===== config.mk =====
export PLATFORM = sky130hd
export DESIGN_NAME = parking_lot_top
export DESIGN_NICKNAME = d
export VERILOG_FILES = /design/src/verilog/parking_pkg.sv /design/src/verilog/elevator_pkg.sv /design/src/verilog/order_queue.sv /design/src/verilog/target_floor.sv /design/src/verilog/elevator_controller.sv /design/src/verilog/fee_bank.sv /design/src/verilog/parking_lot_top.sv
export VERILOG_INCLUDE_DIRS = /design/src /design/src/include
export SDC_FILE = /design/constraint.sdc
export NUM_CORES = 1
export LEC_CHECK = 0
export BUFFER_PORTS_ARGS = -buffer_cell sky130_fd_sc_hd__buf_2
export CAP_MARGIN = 0
export CORE_MARGIN = 10
export CORE_UTILIZATION = 55
export DETAILED_ROUTE_END_ITERATION = 12
export PLACE_DENSITY_LB_ADDON = 0.05
export SLEW_MARGIN = 20
export SYNTH_ARGS = -nofsm -noshare
export SYNTH_HDL_FRONTEND = slang
export SYNTH_SLANG_ARGS = --single-unit

===== constraint.sdc =====
create_clock -name clock -period 8.2 [get_ports clock]
set_input_delay 0.41 -clock clock [delete_from_list [all_inputs] [get_ports clock]]
set_output_delay 0.41 -clock clock [all_outputs]
set_load 0.01 [all_outputs]

===== src/include/parking_macros.svh =====
// Width, count, fee rate and plate prefix constants for the parking tower

`ifndef PARKING_MACROS_SVH
`define PARKING_MACROS_SVH

// Plate and floor widths
`define PLATE_W 16
`define FLOOR_W 3

// Seven parking floors above ground floor 0
`define NUM_FLOORS 7

// Pending order slots
`define QUEUE_DEPTH 8

// Fee counter width and rates per occupied edge
`define FEE_W 8
`define RATE_STD 2
`define RATE_HYBRID 1

// Top nibble of the plate
`define PREFIX_DISABLED 9
`define PREFIX_HYBRID 8

`endif


===== src/verilog/parking_pkg.sv =====
// Plate, floor and place types, car classes and the lot record struct
`default_nettype none

`include "parking_macros.svh"

package parking_pkg;

	// Zero plate marks an empty place
	typedef logic [`PLATE_W-1:0] plate_t;

	typedef logic [`FLOOR_W-1:0] floor_t;

	typedef logic [`FEE_W-1:0] fee_t;

	typedef enum logic {
		SIDE_LEFT = 1'b0,
		SIDE_RIGHT = 1'b1
	} side_e;

	typedef struct packed {
		floor_t floor;
		side_e side;
	} place_t;

	// One left and one right plate per floor, floors 1 to 7
	typedef struct packed {
		plate_t [`NUM_FLOORS:1] left;
		plate_t [`NUM_FLOORS:1] right;
	} lot_t;

	typedef enum logic {
		CAR_SEDAN = 1'b0,
		CAR_SUV = 1'b1
	} car_class_e;

	// Odd plates are SUVs
	function automatic car_class_e car_class(plate_t p);
		return p[0] ? CAR_SUV : CAR_SEDAN;
	endfunction

endpackage

`default_nettype wire


===== src/verilog/elevator_pkg.sv =====
// Order kinds, the queued order struct and elevator FSM states
`default_nettype none

package elevator_pkg;
	import parking_pkg::*;

	typedef enum logic {
		ORDER_PARK = 1'b0,
		ORDER_RETRIEVE = 1'b1
	} order_e;

	typedef struct packed {
		logic valid;
		order_e kind;
		plate_t plate;
	} order_t;

	typedef enum logic [2:0] {
		LIFT_IDLE,
		LIFT_LOAD,
		LIFT_RISE,
		LIFT_STORE,
		LIFT_FETCH,
		LIFT_DESCEND,
		LIFT_UNLOAD
	} lift_state_e;

endpackage

`default_nettype wire


===== src/verilog/order_queue.sv =====
// Circular queue of pending park and retrieve orders
`timescale 1ns/10ps
`default_nettype none

`include "parking_macros.svh"

module order_queue import parking_pkg::*, elevator_pkg::*; (
	input wire clock,
	input wire reset,
	input wire park_req,
	input wire retrieve_req,
	input wire plate_t plate,
	input wire order_take,
	output order_t head,
	output logic queue_full
);

	localparam int PTR_W = $clog2(`QUEUE_DEPTH);
	localparam logic [PTR_W:0] FULL_COUNT = (PTR_W + 1)'(`QUEUE_DEPTH);

	order_e kind_mem [`QUEUE_DEPTH];
	plate_t plate_mem [`QUEUE_DEPTH];

	logic [PTR_W-1:0] rd_ptr;
	logic [PTR_W-1:0] wr_ptr;
	logic [PTR_W:0] count;
	logic push;
	logic pop;
	order_e push_kind;

	assign queue_full = (count == FULL_COUNT);

	// Park wins when both strobes arrive together
	assign push_kind = park_req ? ORDER_PARK : ORDER_RETRIEVE;
	assign push = (park_req || retrieve_req) && !queue_full;
	assign pop = order_take && head.valid;

	always_ff @(posedge clock) begin
		if (push) begin
			kind_mem[wr_ptr] <= push_kind;
			plate_mem[wr_ptr] <= plate;
		end
	end

	always_ff @(posedge clock or negedge reset) begin
		if (!reset) begin
			rd_ptr <= '0;
			wr_ptr <= '0;
			count <= '0;
		end else begin
			if (push) begin
				wr_ptr <= wr_ptr + 1'b1;
			end
			if (pop) begin
				rd_ptr <= rd_ptr + 1'b1;
			end
			case ({push, pop})
				2'b10: count <= count + 1'b1;
				2'b01: count <= count - 1'b1;
				default: count <= count;
			endcase
		end
	end

	// Oldest entry, valid whenever something is waiting
	always_comb begin
		head.valid = (count != '0);
		head.kind = kind_mem[rd_ptr];
		head.plate = plate_mem[rd_ptr];
	end

endmodule

`default_nettype wire


===== src/verilog/target_floor.sv =====
// Place selection for the head order, free place for parking or the car's place
`timescale 1ns/10ps
`default_nettype none

`include "parking_macros.svh"

module target_floor import parking_pkg::*, elevator_pkg::*; (
	input wire order_t head,
	input wire lot_t lot,
	output place_t target,
	output logic target_ok
);

	car_class_e car;
	logic evens_full;
	logic [`NUM_FLOORS:1] allowed;
	logic park_hit;
	place_t park_place;
	logic find_hit;
	place_t find_place;

	assign car = car_class(head.plate);

	// Floors this car may use
	always_comb begin
		evens_full = 1'b1;
		for (int f = 2; f <= `NUM_FLOORS; f += 2) begin
			if (lot.left[f] == '0 || lot.right[f] == '0) begin
				evens_full = 1'b0;
			end
		end
		for (int f = 1; f <= `NUM_FLOORS; f++) begin
			if (f % 2 == 0) begin
				allowed[f] = (car == CAR_SEDAN);
			end else begin
				// Sedans spill over once the even floors are full
				allowed[f] = (car == CAR_SUV) || evens_full;
			end
		end
	end

	// Lowest allowed floor with room, right place preferred
	always_comb begin
		park_hit = 1'b0;
		park_place = '0;
		for (int f = 1; f <= `NUM_FLOORS; f++) begin
			if (!park_hit && allowed[f] && (lot.right[f] == '0 || lot.left[f] == '0)) begin
				park_hit = 1'b1;
				park_place.floor = floor_t'(f);
				park_place.side = (lot.right[f] == '0) ? SIDE_RIGHT : SIDE_LEFT;
			end
		end
	end

	// Search upward, left before right
	always_comb begin
		find_hit = 1'b0;
		find_place = '0;
		for (int f = 1; f <= `NUM_FLOORS; f++) begin
			if (!find_hit && lot.left[f] == head.plate) begin
				find_hit = 1'b1;
				find_place.floor = floor_t'(f);
				find_place.side = SIDE_LEFT;
			end else if (!find_hit && lot.right[f] == head.plate) begin
				find_hit = 1'b1;
				find_place.floor = floor_t'(f);
				find_place.side = SIDE_RIGHT;
			end
		end
	end

	assign target = (head.kind == ORDER_PARK) ? park_place : find_place;

	// A zero plate would match an empty place
	assign target_ok = head.valid && (head.plate != '0) &&
		((head.kind == ORDER_PARK) ? park_hit : find_hit);

endmodule

`default_nettype wire


===== src/verilog/elevator_controller.sv =====
// Elevator FSM with floor counter, cab register and the place records
`timescale 1ns/10ps
`default_nettype none

module elevator_controller import parking_pkg::*, elevator_pkg::*; (
	input wire clock,
	input wire reset,
	input wire order_t head,
	input wire place_t target,
	input wire target_ok,
	output logic order_take,
	output logic order_reject,
	output lot_t lot,
	output plate_t cab,
	output floor_t current_floor,
	output logic lift_strobe,
	output place_t lift_place
);

	lift_state_e state;
	order_e kind_q;
	place_t dest;
	plate_t load_plate;

	// Orders start only from the ground floor
	assign order_take = (state == LIFT_IDLE) && head.valid && (current_floor == '0);

	// Car leaves its place at the end of the fetch cycle
	assign lift_strobe = (state == LIFT_FETCH);
	assign lift_place = dest;

	always_ff @(posedge clock) begin
		if (order_take) begin
			dest <= target;
			load_plate <= head.plate;
		end
	end

	always_ff @(posedge clock or negedge reset) begin
		if (!reset) begin
			state <= LIFT_IDLE;
			kind_q <= ORDER_PARK;
			current_floor <= '0;
			cab <= '0;
			lot <= '0;
			order_reject <= 1'b0;
		end else begin
			order_reject <= 1'b0;
			case (state)
				LIFT_IDLE: begin
					if (order_take) begin
						kind_q <= head.kind;
						if (!target_ok) begin
							order_reject <= 1'b1;
						end else if (head.kind == ORDER_PARK) begin
							state <= LIFT_LOAD;
						end else begin
							state <= LIFT_RISE;
						end
					end
				end
				LIFT_LOAD: begin
					cab <= load_plate;
					state <= LIFT_RISE;
				end
				LIFT_RISE: begin
					current_floor <= current_floor + 1'b1;
					if (current_floor + 1'b1 == dest.floor) begin
						state <= (kind_q == ORDER_PARK) ? LIFT_STORE : LIFT_FETCH;
					end
				end
				LIFT_STORE: begin
					if (dest.side == SIDE_LEFT) begin
						lot.left[dest.floor] <= cab;
					end else begin
						lot.right[dest.floor] <= cab;
					end
					cab <= '0;
					state <= LIFT_DESCEND;
				end
				LIFT_FETCH: begin
					if (dest.side == SIDE_LEFT) begin
						cab <= lot.left[dest.floor];
						lot.left[dest.floor] <= '0;
					end else begin
						cab <= lot.right[dest.floor];
						lot.right[dest.floor] <= '0;
					end
					state <= LIFT_DESCEND;
				end
				LIFT_DESCEND: begin
					current_floor <= current_floor - 1'b1;
					// Retrieved car still has to be driven off
					if (current_floor == floor_t'(1)) begin
						state <= (kind_q == ORDER_PARK) ? LIFT_IDLE : LIFT_UNLOAD;
					end
				end
				LIFT_UNLOAD: begin
					cab <= '0;
					state <= LIFT_IDLE;
				end
				default: begin
					state <= LIFT_IDLE;
				end
			endcase
		end
	end

endmodule

`default_nettype wire


===== src/verilog/fee_bank.sv =====
// Per-place fee counters and the fee report when a car is lifted out
`timescale 1ns/10ps
`default_nettype none

`include "parking_macros.svh"

module fee_bank import parking_pkg::*; (
	input wire clock,
	input wire reset,
	input wire lot_t lot,
	input wire lift_strobe,
	input wire place_t lift_place,
	output fee_t fee,
	output logic fee_valid
);

	fee_t left_count [1:`NUM_FLOORS];
	fee_t right_count [1:`NUM_FLOORS];

	function automatic fee_t rate_of(plate_t p);
		if (p[`PLATE_W-1 -: 4] == 4'(`PREFIX_DISABLED)) begin
			return '0;
		end
		if (p[`PLATE_W-1 -: 4] == 4'(`PREFIX_HYBRID)) begin
			return fee_t'(`RATE_HYBRID);
		end
		return fee_t'(`RATE_STD);
	endfunction

	// Saturating step, empty place restarts at zero
	function automatic fee_t next_count(fee_t c, plate_t p);
		logic [`FEE_W:0] sum;
		if (p == '0) begin
			return '0;
		end
		sum = {1'b0, c} + {1'b0, rate_of(p)};
		return sum[`FEE_W] ? '1 : sum[`FEE_W-1:0];
	endfunction

	always_ff @(posedge clock or negedge reset) begin
		if (!reset) begin
			for (int f = 1; f <= `NUM_FLOORS; f++) begin
				left_count[f] <= '0;
				right_count[f] <= '0;
			end
			fee_valid <= 1'b0;
		end else begin
			for (int f = 1; f <= `NUM_FLOORS; f++) begin
				left_count[f] <= next_count(left_count[f], lot.left[f]);
				right_count[f] <= next_count(right_count[f], lot.right[f]);
			end
			fee_valid <= lift_strobe;
		end
	end

	// Includes the increment of the lift edge itself
	always_ff @(posedge clock) begin
		if (lift_strobe) begin
			if (lift_place.side == SIDE_LEFT) begin
				fee <= next_count(left_count[lift_place.floor], lot.left[lift_place.floor]);
			end else begin
				fee <= next_count(right_count[lift_place.floor], lot.right[lift_place.floor]);
			end
		end
	end

endmodule

`default_nettype wire


===== src/verilog/parking_lot_top.sv =====
// Parking tower top level joining queue, target selection, elevator and fees
`timescale 1ns/10ps
`default_nettype none

module parking_lot_top import parking_pkg::*, elevator_pkg::*; (
	input wire clock,
	input wire reset,
	input wire park_req,
	input wire retrieve_req,
	input wire plate_t plate,
	output lot_t lot,
	output floor_t current_floor,
	output plate_t cab,
	output logic queue_full,
	output logic order_reject,
	output fee_t fee,
	output logic fee_valid
);

	order_t head;
	logic order_take;
	place_t target;
	logic target_ok;
	logic lift_strobe;
	place_t lift_place;

	order_queue order_queue_i (
		.clock(clock),
		.reset(reset),
		.park_req(park_req),
		.retrieve_req(retrieve_req),
		.plate(plate),
		.order_take(order_take),
		.head(head),
		.queue_full(queue_full)
	);

	target_floor target_floor_i (
		.head(head),
		.lot(lot),
		.target(target),
		.target_ok(target_ok)
	);

	elevator_controller elevator_controller_i (
		.clock(clock),
		.reset(reset),
		.head(head),
		.target(target),
		.target_ok(target_ok),
		.order_take(order_take),
		.order_reject(order_reject),
		.lot(lot),
		.cab(cab),
		.current_floor(current_floor),
		.lift_strobe(lift_strobe),
		.lift_place(lift_place)
	);

	// Meters every occupied place
	fee_bank fee_bank_i (
		.clock(clock),
		.reset(reset),
		.lot(lot),
		.lift_strobe(lift_strobe),
		.lift_place(lift_place),
		.fee(fee),
		.fee_valid(fee_valid)
	);

endmodule

`default_nettype wire


# After elaboration in Yosys (flattened, before gate mapping)
# Memory sizes are Yosys's and may differ from the RTL's.
# Cells that the tools add are included.
[word_totals]
reg_bits = 399
ram_bits = 136
out_inout_bits = 254
n_memories = 2
[classes]
n_addsub = 22
n_lt_le_gt_ge = 3
eq_ne = 65
muxes = 326
bitwise = 5
reduce_logical = 84
[memory_table]
columns = ["name", "words", "word_bits", "read_ports", "rd_clocked_by_memory_dff", "write_ports", "line", "text"]
rows = [
  ["order_queue_i.plate_mem", 8, 16, 1, 0, 1, "order_queue.sv:22", "plate_t plate_mem [`QUEUE_DEPTH];"],
  ["order_queue_i.kind_mem", 8, 1, 1, 0, 1, "order_queue.sv:21", "order_e kind_mem [`QUEUE_DEPTH];"],
]
[ops]
columns = ["operator", "n"]
rows = [
  ["two-way mux 8 bit", 137],
  ["two-way mux 112 bit", 4],
  ["case mux 224 bit (2 select lines)", 1],
  ["logical NOT 16 bit", 16],
  ["bitwise AND 112 bit", 2],
  ["bitwise mux 112 bit", 2],
  ["equality test 16 bit", 14],
  ["adder 8 x 8 -> 9 bit", 16],
  ["two-way mux 1 bit", 140],
  ["equality test 4 bit, second input constant", 33],
  ["NOT 112 bit", 1],
  ["binary-select mux 16 bit (select 3 bit)", 2],
  ["two-way mux 4 bit", 17],
  ["two-way mux 16 bit", 4],
  ["binary-select mux 8 bit (select 3 bit)", 2],
  ["demux 16 bit (select 3 bit)", 1],
  ["case mux 16 bit (3 select lines)", 1],
  ["logical AND 1 bit", 32],
  ["two-way mux 3 bit", 8],
  ["nonzero test 16 bit", 1],
  ["case mux 3 bit (5 select lines)", 1],
  ["logical NOT 1 bit", 13],
  ["adder 3 x 1 -> 3 bit, second input constant", 3],
  ["equality test 3 bit, second input constant", 3],
  ["27 further kinds", 51],
]

# Longest topological paths before layout
[logic_depth]
word_depth = 37
mapped_depth = 19

# By module
# From an unflattened synthesis, not the netlist that was laid out.
[hier_totals]
cells_unflattened = 2872
area_unflattened_um2 = 30940.9
[modules_own_cells]
columns = ["mod", "n_inst", "cells_each", "area_each_um2", "seq_area_each_um2"]
rows = [
  ["elevator_controller", 1, 1182, 12334.3, 6806.5],
  ["fee_bank", 1, 954, 8936.1, 3067.9],
  ["order_queue", 1, 262, 5881.9, 4334.2],
  ["target_floor", 1, 474, 3788.6, 0.0],
]

# Worst setup path after synthesis
# Ideal clock, no wire load.
[synth_timing]
path_kind = "reg2reg"
startpoint = "register elevator_controller_i.dest (netlist bit elevator_controller_i.lift_place[1])"
endpoint = "register fee_bank_i.fee[6], data pin"
t_arrival_ps = 4213
slack_ps = 3730
path_stages_with_launch = 17
path_buffers = 5
cell_sequence = "edfxtp_1 > clkbuf_1 > buf_1 > buf_2 > clkbuf_1 > buf_1 > a21o_1 > o21ai_0 > a221oi_1 > ha_1 > inv_1 > fa_1 > or3_1 > nor2_1 > and4_1 > nor2_1 > a32o_1"
[synth_via]
elab_chain_len = 17
word_cells_on_any_way = 60
classes_between = "add/sub (2); eq/ne (4); mux (51); bitwise (1); reduce/logical (2)"
[synth_rtl]
columns = ["item", "line", "text"]
rows = [
  ["start, declared", "elevator_controller.sv:22", "place_t dest;"],
  ["start signal, assigned", "elevator_controller.sv:34", "dest <= target;"],
  ["binary-select mux 16 bit (select 3 bit), on equally long branches", "fee_bank.sv:60, fee_bank.sv:62", ""],
  ["two-way mux 16 bit, on equally long branches", "fee_bank.sv:60, fee_bank.sv:62", ""],
  ["equality test 4 bit", "fee_bank.sv:24", "if (p[`PLATE_W-1 -: 4] == 4'(`PREFIX_HYBRID)) begin"],
  ["two-way mux 1 bit (2 in a row)", "fee_bank.sv:24", ""],
  ["two-way mux 1 bit", "fee_bank.sv:36", "sum = {1'b0, c} + {1'b0, rate_of(p)};"],
  ["two-way mux 1 bit", "fee_bank.sv:59", "if (lift_place.side == SIDE_LEFT) begin"],
  ["two-way mux 1 bit", "fee_bank.sv:58", "if (lift_strobe) begin"],
  ["two-way mux 8 bit", "fee_bank.sv:27", "return fee_t'(`RATE_STD);"],
  ["two-way mux 8 bit", "fee_bank.sv:24", ""],
  ["two-way mux 8 bit", "fee_bank.sv:36", ""],
  ["two-way mux 8 bit", "fee_bank.sv:59", ""],
  ["two-way mux 8 bit", "fee_bank.sv:58", ""],
  ["adder 8 x 8 -> 9 bit", "fee_bank.sv:36", ""],
  ["two-way mux 8 bit", "fee_bank.sv:37", "return sum[`FEE_W] ? '1 : sum[`FEE_W-1:0];"],
  ["two-way mux 8 bit", "fee_bank.sv:36", ""],
  ["two-way mux 8 bit *", "fee_bank.sv:59", ""],
  ["end signal, assigned", "fee_bank.sv:60", "fee <= next_count(left_count[lift_place.floor], lot.left[lift_place.floor]);"],
  ["end signal, assigned", "fee_bank.sv:62", "fee <= next_count(right_count[lift_place.floor], lot.right[lift_place.floor]);"],
  ["end, declared", "fee_bank.sv:13", "output fee_t fee,"],
]
# Mark *: on every way between the ends. The rest lies on a longest branch, timed or not. The select of a mux whose other input is x is not followed.
# A chain may end at the register's enable or synchronous reset.

# Worst setup path in the final report
[layout_timing]
startpoint = "register elevator_controller_i.dest (netlist bit elevator_controller_i.lift_place[3])"
endpoint = "register fee_bank_i.fee[6], data pin"
# The elaborated chain is that of the path after synthesis.

==> impl_summary.md <==
Critical path
The critical path data arrival time is 5.57 ns. The class of the most critical setup path is reg -> reg. The endpoint of the worst-slack reg-to-reg timing path is fee_bank_i.fee[6].

Across all register-to-register paths, the minimum setup slack is 3.01 ns. The critical path capture point type is a flip-flop. The worst register-to-register path begins at elevator_controller_i.lift_place[3]. The startpoint type of the worst setup path is a flip-flop.

Along the worst path, the maximum fanout reaches 66. Counting cells, the worst reg-to-reg path comes to 15. The required arrival time at the worst endpoint is 8.59 ns.

Run status
The flow ran to the end, and the final reports show no timing, DRC or antenna violations.

Pwr
The total power divided by cell area is approximately 460 nW/um^2. The internal portion of the total power is 7.752 mW. For this design the total switching power over the nets is 7.357 mW. The proportion of power drawn by the clock network is 0.176.

Of the total power, the share spent switching nets is 0.4869. The combinational group share of total power is 0.495. The cell leakage power is approximately 14 nW.

The maximum resistive drop on vdd is 0.3229 mV. Of the total power, registers draw 0.329. The total chip power is 15.11 mW.

Cells and area
In the final layout, the share of cells above drive strength 1 is 0.1687. The area growth from synthesis to layout is 12.66%. The post-layout utilization of the core is 0.6303. After routing the design area is approximately 33000 um^2. The number of antenna repair diodes is 0.

In the final design database the tool counted about 3100 nets. The finished layout holds 3769 standard cells, fillers aside.

Place
The placed cell count is between 3000 and 4000. The cell area after placement is around 31000 um^2. The worst slack after detailed placement is approximately 3.2 ns. The HPWL after detailed placement is 80.48 mm. In this run the tool buffered the top-level ports with 273 buffer cells.

Routability-driven placement finished with a final weighted congestion of 1.031.

Timing
Setup violations remaining at the end of the flow were counted as 0. The final worst setup slack is 3.014 ns. Static timing analysis puts the maximum clock frequency at roughly 0.19 GHz. The post-route minimum period is about 5.2 ns. The worst-case headroom to the max-slew limit is 0.1807. The ratio of final minimum period to clock period is 0.6325. The total negative slack for setup checks is 0 ns. The clock arrives with 0.02290 ns of skew.

The final count of hold timing violations came to 0. The smallest hold slack is 0.03623 ns. The count of final max-slew check failures is 0.

Setup repair after global routing left no endpoint under its margin. At the pin with the least slew margin, the transition time is 1.226 ns.

Detailed routing
For this block, the via count after detailed routing is 24848. The total iterations of the first detailed-routing run is 9. The initial detailed-routing violation count is 3020. Dividing the detail-routed wire length by the instance count gives 29.97 um. The number of DRC violations after detailed routing is 0. The remaining antenna violation count is 0. The wire length after detailed routing is 113.0 mm. Using the TritonRoute via totals, the vias-per-cell ratio works out to 6.593.

Synth
The post-synth net total is 2916. The number of enable-type register cells in the synthesized netlist is 164. The adder and majority gate portion of the synthesized area is 0.02955. Counting instances in the post-synthesis netlist gives the leading cell types as nand2_1, dfrtp_1, o21ai_0. dfrtp_1 takes more of the synthesized area than any other cell. The share of the synthesized netlist area taken by xor and xnor gates is 0.08064. The synthesized-area fraction occupied by ao, oa, aoi and oai cells is 0.1404. The area of the mapped netlist is between 20000 and 30000 um^2.

Ranked by total cell area, the synthesized netlist is headed by dfrtp_1, edfxtp_1, o21ai_0. Of all flip-flops after synthesis, the portion carrying an async set or reset was 0.6935. For this run, the register share of the synthesized area comes to 0.4921.

Measured against the total synthesized area, the mux share comes to 0.05962. The main flop type after synthesis is dfrtp_1. Synthesis produced 2838 cells. After synthesis, the largest family of logic cells by area is simple AND/OR/NAND/NOR gates. The area share of the leading cell type in the synthesized netlist is 0.3215. The post-synthesis area per instance is 10.17 um^2. The total of flip-flops plus latches after synthesis is 535.

Yosys printed 0 warnings. By instance count, the leading cell after synthesis is nand2_1. The netlist uses 87 different library cells. The area fraction in and, or, nand and nor cells after synthesis is 0.1587.

Die
The die outline width is 249.1 um. The floorplan has between 80 and 90 rows. Measured along the y axis, the die boundary spans ~250 um. The core region is 51610 um^2.

During I/O placement, the number of pins put on the boundary was 274. For this configuration, the core starts out at a cell density of 0.5595. The area enclosed by the die boundary is 62070 um^2.

Clock tree
TritonCTS built the clock tree. Clock tree synthesis found a total of 535 sinks. The number of setup buffers added after CTS is 0. In this run the clock root is driven by a clkbuf_16.

In this run the number of H-tree levels came out at 2. After clock tree synthesis, the flow added hold-fix buffers numbering 1. Post-CTS repair changed the size of 0 cells. The clock-pin slew reported for the worst setup and hold paths after clock tree synthesis is 0.06 ns.

The number of clock buffers inserted by TritonCTS is 56. The buffer levels on the longest clock path is 3. The clock reaches the later pin of the worst-skew pair after 0.65 ns.

Global route
Summed over all layers, the global routing overflow is 0. The first global-routing pass estimated around 160 mm of wire. The number of antenna violations at the first check in global routing is 7. The maximum number of pins on one net before global-route repair is between 150 and 200. For this run, the total global-route usage over all layers was measured as 0.3511.

The number of global-route vias before repair is 24090.

Flow run
Across the run, the number of max-cap violations was 0.

Worst hold path
The hold-critical path depth is 1. In this run the most critical hold path is launched from plate[6]. For hold timing, the worst endpoint is order_queue_i.plate_mem[3][6]. The worst hold path belongs to the class in -> reg.
area by class of cell:
cell class	count	area [um^2]
sequential	535	14210
tap	680	850.8
timing repair buffer	316	1714
inverter	73	274.0
fill	4167	19080
clock buffer	79	1648
multi-input combinational	2064	13580
clock inverter	22	250.2
kinds of logic after synthesis:
| family | count (synthesis) |
|---|---|
| buf+inv | 239 |
| mux | 137 |
| simple gates | 941 |
| xor+xnor | 265 |
| compound gates | 663 |
| flops | 535 |
| fa+ha+maj | 58 |
worst max-delay path: stages (launching register included):
cell and delay, ns:
edfxtp_1 0.34, buf_4 0.59, nor2b_1 0.89, and2_1 0.54
buf_4 0.37, a22oi_1 0.11, nand2_1 0.10, a21oi_1 0.07
nand2_1 0.14, or2_2 0.17, inv_1 0.07, fa_1 0.42
or3_1 0.44, nor2_1 0.23, nand4_1 0.12, a32o_1 0.27
power groups by stage:
stage / logic [mW] / clock network (mW) / registers, mW
after floorplan: 4.85 / 0 / 4.48
after global placement: 7.10 / 0 / 4.91
after detailed placement: 7.24 / 0 / 4.94
after CTS: 7.28 / 2.67 / 4.89
after global routing: 7.96 / 2.78 / 4.99
final: 7.48 / 2.65 / 4.97
placed cells by master (no fill, tap or decap), types with 25 or more instances in the layout:
| cell type | netlist | routed |
|---|---|---|
| buf_2 | 11 | 272 |
| mux2i_1 | 63 | 63 |
| nor3_1 | 50 | 47 |
| nand2_1 | 390 | 388 |
| xnor2_1 | 148 | 148 |
| xor2_1 | 116 | 116 |
| nor4_1 | 95 | 94 |
| a22oi_1 | 51 | 51 |
| buf_4 | 12 | 41 |
| inv_1 | 73 | 73 |
| nand3_1 | 44 | 44 |
| o21ai_0 | 296 | 296 |
| mux2_2 | 38 | 38 |
| dfrtp_1 | 371 | 370 |
| ha_1 | 41 | 41 |
| edfxtp_1 | 164 | 164 |
| nor2b_1 | 26 | 25 |
| a21oi_1 | 142 | 142 |
| clkbuf_16 | 0 | 58 |
| nand4_1 | 43 | 43 |
| nor2_1 | 146 | 143 |
state kept, by name (all words and copies together) (netlist names), 3 cells and up:
signal,flops
elevator_controller_i.lot,224
order_queue_i.plate_mem,128
fee_bank_i.left_count,56
fee_bank_i.right_count,56
elevator_controller_i.cab,16
elevator_controller_i.load_plate,16
fee_bank_i.fee,8
order_queue_i.kind_mem,8
elevator_controller_i.lift_place,4
order_queue_i.count,4
elevator_controller_i.current_floor,3
elevator_controller_i.state,3
order_queue_i.rd_ptr,3
order_queue_i.wr_ptr,3
worst max path at each step:
stage	slack, ns	depth (start not counted)	end	startpoint
2_1_floorplan	3.73	16	fee_bank_i.fee[6]	elevator_controller_i.lift_place[1]
6_report	3.01	15	fee_bank_i.fee[6]	elevator_controller_i.lift_place[3]
3_5_place_dp	3.17	11	elevator_controller_i.lift_place[1]	order_queue_i.rd_ptr[0]
3_3_place_gp	3.23	14	fee_bank_i.fee[6]	elevator_controller_i.lift_place[1]
4_1_cts	3.17	11	elevator_controller_i.lift_place[1]	order_queue_i.rd_ptr[0]
5_1_grt	2.83	11	elevator_controller_i.lift_place[1]	order_queue_i.rd_ptr[0]
routing by layer:
layer	vias up	wire [um]	track usage
li1	10659	-	-
met1	12288	42540	0.4409
met2	1546	51920	0.5539
met3	353	12450	0.09237
met4	2	6045	0.1750
met5	-	7	0
Note: power is estimated with default switching activity, not from simulation.
